**src/rtl/busMaster_macros.svh**
```systemverilog
`ifndef BUS_MASTER_MACROS_SVH
`define BUS_MASTER_MACROS_SVH

// data path
`define BM_DATA_WIDTH     8
`define BM_START_DATA     8'd10      // loaded on a start pulse
`define BM_ACK_BYTE       8'hCC      // upper byte of every good read

// addressing
`define BM_SLAVE_ID       3'd5

// frame lengths
`define BM_REQ_LEN        6          // 111 + slave id
`define BM_CTRL_LEN       7          // 111 + slave id + r/w

// cycle counts
`define BM_GRANT_WAIT     4          // idle cycles after the ack pattern
`define BM_DISPLAY_CYCLES 5          // disData high time

`endif

```
**src/rtl/busMasterPkg.sv**
```systemverilog
`include "busMaster_macros.svh"

package busMasterPkg;

    typedef logic [`BM_DATA_WIDTH-1:0] dataByte;

    // ack byte arrives first, so it sits in the upper half
    typedef struct packed {
        dataByte ackByte;
        dataByte payload;
    } readWord;

    typedef enum logic {
        opRead  = 1'b0,
        opWrite = 1'b1
    } busOp;

    typedef enum logic [1:0] {
        statusIdle   = 2'b00,
        statusEnded  = 2'b01,
        statusActive = 2'b11
    } comStatus;

    typedef enum logic [2:0] {sessIdle, sessRead, sessDisplay, sessWrite, sessEnd} sessionState;

    typedef enum logic [2:0] {
        reqIdle, reqShift, reqWaitGrant, reqAckPattern, reqGranted, reqRelease
    } reqState;

    typedef enum logic [2:0] {linkIdle, linkCtrl, linkWrite, linkRead, linkEndMark} linkState;

endpackage

```
**src/rtl/arbiterRequester.sv**
```systemverilog
`timescale 1ns/1ns
`include "busMaster_macros.svh"

module arbiterRequester (
    input  logic clk,
    input  logic rstN,
    input  logic xferReq,       // level from the session FSM
    input  logic linkDone,
    input  logic arbCont,
    output logic arbSend,
    output logic busGranted,
    output logic xferDone
);

    import busMasterPkg::*;

    // one counter covers the request word and the ack pattern + wait
    localparam int ackLast = 2 + `BM_GRANT_WAIT;
    localparam int cntTop  = (`BM_REQ_LEN > ackLast) ? `BM_REQ_LEN : ackLast;
    localparam int cntW    = $clog2(cntTop + 1);

    reqState               state;
    logic [`BM_REQ_LEN-1:0] reqBits;
    logic [cntW-1:0]       cnt;
    logic [1:0]            arbSync;
    logic                  granted;

    assign granted = &arbSync;  // two high samples in a row

    //////////////////////////////////////////////////////////////////////
    // request / grant sequencing
    //////////////////////////////////////////////////////////////////////
    always_ff @(posedge clk or negedge rstN) begin
        if (!rstN) begin
            state      <= reqIdle;
            cnt        <= '0;
            arbSync    <= '0;
            busGranted <= 1'b0;
            xferDone   <= 1'b0;
        end else begin
            arbSync    <= {arbSync[0], arbCont};
            busGranted <= 1'b0;
            xferDone   <= 1'b0;
            case (state)
                reqIdle:
                    // skip the cycle where the last transfer is still being retired
                    if (xferReq && !xferDone && !arbCont) begin
                        reqBits <= {3'b111, `BM_SLAVE_ID};
                        cnt     <= '0;
                        state   <= reqShift;
                    end
                reqShift: begin
                    reqBits <= reqBits << 1;
                    cnt     <= cnt + 1'b1;
                    if (cnt == cntW'(`BM_REQ_LEN - 1)) begin
                        cnt   <= '0;
                        state <= reqWaitGrant;
                    end
                end
                reqWaitGrant:
                    if (granted) state <= reqAckPattern;  // no timeout here
                reqAckPattern: begin
                    cnt <= cnt + 1'b1;
                    if (cnt == cntW'(ackLast)) begin
                        cnt        <= '0;
                        busGranted <= 1'b1;
                        state      <= reqGranted;
                    end
                end
                reqGranted:
                    if (linkDone) state <= reqRelease;
                reqRelease: begin
                    cnt <= cnt + 1'b1;
                    if (cnt == cntW'(2)) begin
                        cnt      <= '0;
                        xferDone <= 1'b1;
                        state    <= reqIdle;
                    end
                end
                default: state <= reqIdle;
            endcase
        end
    end

    // pin pattern decoded from state and counter
    always_comb begin
        case (state)
            reqShift:      arbSend = reqBits[`BM_REQ_LEN-1];  // msb first
            reqAckPattern: arbSend = (cnt != cntW'(1));       // 1, 0, then held high
            reqGranted:    arbSend = 1'b1;                    // bus owned
            reqRelease:    arbSend = (cnt != cntW'(0));       // 0, 1, 1
            default:       arbSend = 1'b0;
        endcase
    end

endmodule

```
**src/rtl/serialLink.sv**
```systemverilog
`timescale 1ns/1ns
`include "busMaster_macros.svh"

module serialLink (
    input  logic                 clk,
    input  logic                 rstN,
    input  logic                 busGranted,
    input  busMasterPkg::busOp   xferOp,
    input  busMasterPkg::dataByte txByte,
    input  logic                 rD,
    input  logic                 ready,
    output logic                 control,
    output logic                 wrD,
    output logic                 valid,
    output busMasterPkg::readWord rxWord,
    output logic                 linkDone
);

    import busMasterPkg::*;

    localparam int wordBits = 2 * `BM_DATA_WIDTH;
    localparam int bitW     = $clog2(wordBits);

    linkState                state;
    logic [`BM_CTRL_LEN-1:0] ctrlBits;
    dataByte                 wrBits;
    logic [bitW-1:0]         bitCnt;

    //////////////////////////////////////////////////////////////////////
    // slave side pins
    //////////////////////////////////////////////////////////////////////
    assign control = (state == linkCtrl) ? ctrlBits[`BM_CTRL_LEN-1]
                                         : (state == linkEndMark);  // marker
    assign valid   = (state == linkWrite);
    assign wrD     = valid & wrBits[`BM_DATA_WIDTH-1];

    //////////////////////////////////////////////////////////////////////
    // frame, data and marker sequencing
    //////////////////////////////////////////////////////////////////////
    always_ff @(posedge clk or negedge rstN) begin
        if (!rstN) begin
            state    <= linkIdle;
            bitCnt   <= '0;
            linkDone <= 1'b0;
        end else begin
            linkDone <= 1'b0;
            case (state)
                linkIdle:
                    if (busGranted) begin
                        ctrlBits <= {3'b111, `BM_SLAVE_ID, xferOp};
                        wrBits   <= txByte;
                        bitCnt   <= '0;
                        state    <= linkCtrl;
                    end

                linkCtrl: begin
                    ctrlBits <= ctrlBits << 1;
                    bitCnt   <= bitCnt + 1'b1;
                    if (bitCnt == bitW'(`BM_CTRL_LEN - 1)) begin
                        bitCnt <= '0;
                        // r/w bit is on the pin right now
                        state  <= ctrlBits[`BM_CTRL_LEN-1] ? linkWrite : linkRead;
                    end
                end

                linkWrite: begin
                    wrBits <= wrBits << 1;
                    bitCnt <= bitCnt + 1'b1;
                    if (bitCnt == bitW'(`BM_DATA_WIDTH - 1)) begin
                        bitCnt <= '0;
                        state  <= linkEndMark;
                    end
                end

                // ready low just stretches the read
                linkRead:
                    if (ready) begin
                        rxWord <= readWord'({rxWord[wordBits-2:0], rD});
                        bitCnt <= bitCnt + 1'b1;
                        if (bitCnt == bitW'(wordBits - 1)) begin
                            bitCnt <= '0;
                            state  <= linkEndMark;
                        end
                    end

                linkEndMark: begin
                    linkDone <= 1'b1;
                    state    <= linkIdle;
                end

                default: state <= linkIdle;
            endcase
        end
    end

endmodule

```
**src/rtl/sessionController.sv**
```systemverilog
`timescale 1ns/1ns
`include "busMaster_macros.svh"

module sessionController (
    input  logic                  clk,
    input  logic                  rstN,
    input  logic                  start,
    input  logic                  eoc,
    input  logic                  xferDone,
    input  busMasterPkg::readWord rxWord,
    output logic                  xferReq,
    output busMasterPkg::busOp    xferOp,
    output busMasterPkg::dataByte txByte,
    output busMasterPkg::comStatus doneCom,
    output busMasterPkg::dataByte dataOut,
    output logic                  disData
);

    import busMasterPkg::*;

    localparam int dispW = $clog2(`BM_DISPLAY_CYCLES + 1);

    sessionState      state;
    dataByte          dataReg;     // byte being shown / written
    logic [dispW-1:0] dispCnt;
    logic             eocPend;
    logic             endNow;
    logic             launch;

    // eoc waits for any transfer in flight
    assign endNow = (eoc || eocPend) && (!xferReq || xferDone);

    // one transfer at a time
    assign launch = !xferReq && !endNow
                  && ((state == sessRead && !start) || state == sessWrite);

    //////////////////////////////////////////////////////////////////////
    // transfer request
    //////////////////////////////////////////////////////////////////////
    always_ff @(posedge clk or negedge rstN) begin
        if (!rstN) begin
            xferReq <= 1'b0;
            xferOp  <= opRead;
            eocPend <= 1'b0;
        end else begin
            if (eoc) eocPend <= 1'b1;
            if (xferDone) begin
                xferReq <= 1'b0;
            end else if (launch) begin
                xferReq <= 1'b1;
                xferOp  <= (state == sessWrite) ? opWrite : opRead;
            end
        end
    end

    // held steady for the whole transfer
    always_ff @(posedge clk) begin
        if (launch && !xferDone) txByte <= dataReg;
    end

    //////////////////////////////////////////////////////////////////////
    // session FSM
    //////////////////////////////////////////////////////////////////////
    always_ff @(posedge clk or negedge rstN) begin
        if (!rstN) begin
            state   <= sessIdle;
            dataReg <= '0;
            dispCnt <= '0;
        end else if (state != sessEnd && endNow) begin
            state <= sessEnd;
        end else begin
            case (state)
                sessIdle:
                    if (start) begin
                        dataReg <= `BM_START_DATA;
                        state   <= sessDisplay;
                    end else begin
                        state <= sessRead;  // default is a read
                    end
                sessRead:
                    if (start) begin
                        dataReg <= `BM_START_DATA;  // pending read result dropped
                        state   <= sessDisplay;
                    end else if (xferDone) begin
                        if (rxWord.ackByte == `BM_ACK_BYTE) begin
                            dataReg <= rxWord.payload;
                            state   <= sessDisplay;
                        end else begin
                            state <= sessEnd;  // bad ack
                        end
                    end
                sessDisplay:
                    if (dispCnt == dispW'(`BM_DISPLAY_CYCLES - 1)) begin
                        dispCnt <= '0;
                        dataReg <= dataReg + 1'b1;
                        state   <= sessWrite;
                    end else begin
                        dispCnt <= dispCnt + 1'b1;
                    end
                sessWrite:
                    // an ignored read may finish here first
                    if (xferDone && xferOp == opWrite) state <= sessRead;
                default: state <= sessEnd;
            endcase
        end
    end

    assign disData = (state == sessDisplay);
    assign dataOut = (state == sessDisplay || state == sessEnd) ? dataReg : '0;

    always_comb begin
        case (state)
            sessIdle: doneCom = statusIdle;
            sessEnd:  doneCom = statusEnded;
            default:  doneCom = statusActive;
        endcase
    end

endmodule

```
**src/rtl/busMaster.sv**
```systemverilog
`timescale 1ns/1ns

module busMaster (
    input  logic                   clk,
    input  logic                   rstN,
    input  logic                   start,
    input  logic                   eoc,
    input  logic                   rD,
    input  logic                   ready,
    input  logic                   arbCont,
    output busMasterPkg::comStatus doneCom,
    output busMasterPkg::dataByte  dataOut,
    output logic                   disData,
    output logic                   control,
    output logic                   wrD,
    output logic                   valid,
    output logic                   arbSend
);

    import busMasterPkg::*;

    // controller <-> requester / link
    logic    xferReq;
    logic    xferDone;
    busOp    xferOp;
    dataByte txByte;
    readWord rxWord;
    // requester <-> link
    logic    busGranted;
    logic    linkDone;

    sessionController uSession (
        .clk(clk), .rstN(rstN), .start(start), .eoc(eoc),
        .xferDone(xferDone), .rxWord(rxWord),
        .xferReq(xferReq), .xferOp(xferOp), .txByte(txByte),
        .doneCom(doneCom), .dataOut(dataOut), .disData(disData)
    );

    arbiterRequester uRequester (
        .clk(clk), .rstN(rstN), .xferReq(xferReq), .linkDone(linkDone),
        .arbCont(arbCont), .arbSend(arbSend), .busGranted(busGranted),
        .xferDone(xferDone)
    );

    serialLink uLink (
        .clk(clk), .rstN(rstN), .busGranted(busGranted), .xferOp(xferOp),
        .txByte(txByte), .rD(rD), .ready(ready), .control(control),
        .wrD(wrD), .valid(valid), .rxWord(rxWord), .linkDone(linkDone)
    );

endmodule

```
**config.mk**
```make
export PLATFORM = sky130hd
export DESIGN_NAME = busMaster
export DESIGN_NICKNAME = d
export VERILOG_FILES = /design/src/rtl/busMasterPkg.sv /design/src/rtl/arbiterRequester.sv /design/src/rtl/serialLink.sv /design/src/rtl/sessionController.sv /design/src/rtl/busMaster.sv
export VERILOG_INCLUDE_DIRS = /design/src /design/src/rtl
export SDC_FILE = /design/constraint.sdc
export NUM_CORES = 1
export LEC_CHECK = 0
export BUFFER_PORTS_ARGS = -buffer_cell sky130_fd_sc_hd__buf_2
export CAP_MARGIN = 40
export CORE_MARGIN = 1.5
export CORE_UTILIZATION = 55
export CTS_CLUSTER_SIZE = 8
export DETAILED_ROUTE_END_ITERATION = 16
export GPL_TIMING_DRIVEN = 0
export PLACE_DENSITY_LB_ADDON = 0.25
export SLEW_MARGIN = 20
export SYNTH_ARGS = -nofsm -noshare
export SYNTH_HDL_FRONTEND = slang
export SYNTH_HIERARCHICAL = 1
export SYNTH_SLANG_ARGS = --single-unit
```
**constraint.sdc**
```tcl
create_clock -name clk -period 3.7 [get_ports clk]
set_clock_uncertainty 0.2 [all_clocks]
set_input_delay 0.74 -clock clk [delete_from_list [all_inputs] [get_ports clk]]
set_output_delay 0.74 -clock clk [all_outputs]
set_load 0.01 [all_outputs]
```
==> implementation parameters <==
Parameter                              Value

Clock network
  Clock root cell    clkbuf_8
  Number of buffers inserted to repair setup after CTS    0
  Total CTS buffers    9
  Clock sinks    80
  Resized Gates After CTS    0
  CTS hold repair buffers    0
  Clock tree from TritonCTS    built
  Latest clock arrival within the worst-skew pair    340 ps
  Number of H-tree levels    3
  Clock tree buffer depth    2
  Clock transition at path regs    80 ps

Setup path
  WS Path Type    reg2out
  Slowest library cell on the worst path    dfrtp_1
  Worst setup SP type    flop
  Worst EP arrival    1920 ps
  CP endpoint kind    output pin
  Ordered cell list for the critical path    clkbuf_1 > xnor2_1 > nor2_1 > and2_1 > buf_2
  Cell family contributing the most delay on the critical path    buffers and inverters
  Required time at the worst-slack endpoint    2760 ps
  Peak per-stage delay on the critical path    430 ps
  Reg-to-reg slack, setup    1280 ps
  Count of buffer and inverter cells on the critical path    2
  Largest fanout on the critical path    10

Place
  Post-DP Area    0.00408 mm²
  Port-buffer cells    21
  Placer's final routability congestion estimate    0.875
  Final HPWL from detailed placement    5090 µm

Yosys
  Most frequent cells after synthesis    edfxtp_1, dfrtp_1, inv_1, nand2_1
  Library cell with the highest instance count after synthesis    edfxtp_1
  Portion of synthesized cell area occupied by the leading cell type    0.354
  Area of the mapped netlist    0.00382 mm²
  Most used DFF post-synth    edfxtp_1
  Syn_area_per_cell    12.3 µm²
  Cell types occupying the most area after synthesis    edfxtp_1, dfrtp_1, mux2_2
  Post-synth net total    322
  Register bit total from synthesis    80
  Synthesized instance count    310
  Share of flip-flops with an asynchronous set or reset    0.438
  Dominant cell type by area after synthesis    edfxtp_1
  Yosys Warn Count    6
  Count of different cell masters after synthesis    70
  Number of enable flip-flop cells after synthesis    45
  Post-synthesis sequential area ratio    0.583

Drt
  Final routed wirelength across all metal layers    7270 µm
  Antenna-violating nets left    0
  DRT iter0 DRCs    212
  DR vias/cell    6.04
  Wire length per cell after detailed routing    16.9 µm
  First-pass DRT Iterations    4
  Remaining design rule violation count    0
  Via count    2,596

STA
  Worst max-slew margin expressed relative to the limit    0.454
  Highest clock rate    0.349 GHz
  Fraction of the cycle the final worst path needs    0.774
  Number of endpoints failing setup at the final stage    0
  Number of hold violations in the final report    0
  Fin Setup TNS    0 ps
  Slew at the pin with the worst max-slew slack    818 ps
  Minimum period implied by the final worst setup slack    2860 ps
  RSZ-0062 raised after global routing    false
  Max Slew Vio Count    0

Finish
  Post-Route Utilization    0.637
  Share of post-route cells with drive strength above 1    0.220
  Design area    0.00430 mm²
  Layout overhead on the synthesized area    12.6%
  Fin nets    357
  Count of antenna diodes in the layout    0

Die
  Vertical extent of the die    86.3 µm
  IO Pins    22
  Die area    0.00745 mm²
  Number of core rows    30
  Placeable core area    0.00676 mm²
  Starting density of the core    0.565
  Width of the die    86.3 µm

Global routing
  First-pass GRT wire length    12,200 µm
  Via count of the first global-routing pass    2,523
  Global-route usage over all layers    0.212
  Total grt overflow    0
  Largest net degree at the start of global routing    24
  Number of antenna violations at the first check in global routing    0

Outcome
  Result of the run    complete, no violations

Hold path
  Worst hold path type    in2async

Pwr
  Power after layout    3230 µW
  Power per cell area    752 mW/mm²
  Peak supply drop    0.338 mV
  Total leakage power    0.00164 µW

Job
  Number of max-cap violations    0
==> final cells by class <==
| class | count | area, µm² |
|---|---|---|
| clock inverters | 7 | 93.8 |
| plain buffers | 14 | 88.8 |
| multi-input cells | 202 | 1470 |
| flip-flops and latches | 80 | 2230 |
| clock buffers | 9 | 124 |
| well taps | 80 | 100 |
| repair buffers | 24 | 143 |
| fillers | 516 | 2450 |
| inverters | 14 | 52.6 |
==> layer usage <==
metal  wire length, µm  track usage
met1              3400        0.294
met5                 0            0
met4               129       0.0953
met3               339       0.0429
met2              3400        0.325
==> sequential cells by signal (all words and copies together), names as in the netlist <==
name / count
uRequester/busGranted: 1
uLink/bitCnt: 4
uSession/txByte: 8
uSession/dataReg: 8
uRequester/state: 3
uRequester/xferDone: 1
uLink/state: 3
uLink/ctrlBits: 7
uSession/xferOp: 1
uSession/eocPend: 1
uSession/xferReq: 1
uLink/wrBits: 8
uLink/rxWord: 16
uRequester/reqBits: 6
uRequester/arbSync: 2
uSession/dispCnt: 3
uSession/state: 3
uRequester/cnt: 3
uLink/linkDone: 1
==> through the flow <==
stage,hold slack (ps),instances,worst slack [ps]
after floorplan,154,310,695
after global placement,166,411,93.1
after detailed placement,167,414,860
after CTS,112,430,822
after global routing,132,430,599
final,112,430,836
==> logic make-up after synthesis <==
kind of cell    count (synthesis)  synth area share
fa+ha+maj                       5            0.0164
simple gates                  111             0.179
buf+inv                        28            0.0370
xor+xnor                        3           0.00885
flops                          80             0.583
mux                            15            0.0449
compound gates                 68             0.131
==> where the power goes <==
part	internal, µW	switching (µW)	leakage [µW]
combinational	543	702	0.000694
sequential	1150	136	0.000835
clock	381	319	0.000108
==> layout by cell type (no fill, tap or decap), types with 6 or more instances in the layout <==
cell / netlist / routed
a21oi_1: 10 / 10
a31oi_1: 8 / 8
and2_1: 9 / 9
buf_2: 4 / 27
clkbuf_8: 0 / 9
dfrtp_1: 35 / 35
edfxtp_1: 45 / 45
inv_1: 14 / 14
mux2_2: 9 / 9
nand2_1: 14 / 14
nand2b_1: 12 / 12
nand3_1: 7 / 7
nand4_1: 6 / 6
nor2_1: 10 / 9
nor3_1: 11 / 11
o21ai_0: 12 / 12
or3_1: 10 / 10
==> path summary, 6_finish.rpt <==
kind,to,from,cells after the start
worst max register to register,uSession/dataReg[7]$_DFFE_PN0P_,uSession/eocPend$_DFFE_PN0P_,5
worst min register to register,uRequester/arbSync[1]$_DFF_PN0_,uRequester/arbSync[0]$_DFF_PN0_,0
worst max-delay path,dataOut[3],uSession/state[1]$_DFFE_PN0P_,5
worst min-delay path,uLink/bitCnt[1]$_DFFE_PN0P_,rstN,1
max in group asynchronous,uRequester/arbSync[0]$_DFF_PN0_,rstN,2
min in group clk,uRequester/arbSync[1]$_DFF_PN0_,uRequester/arbSync[0]$_DFF_PN0_,0
Power figures use the tool's default switching activity.
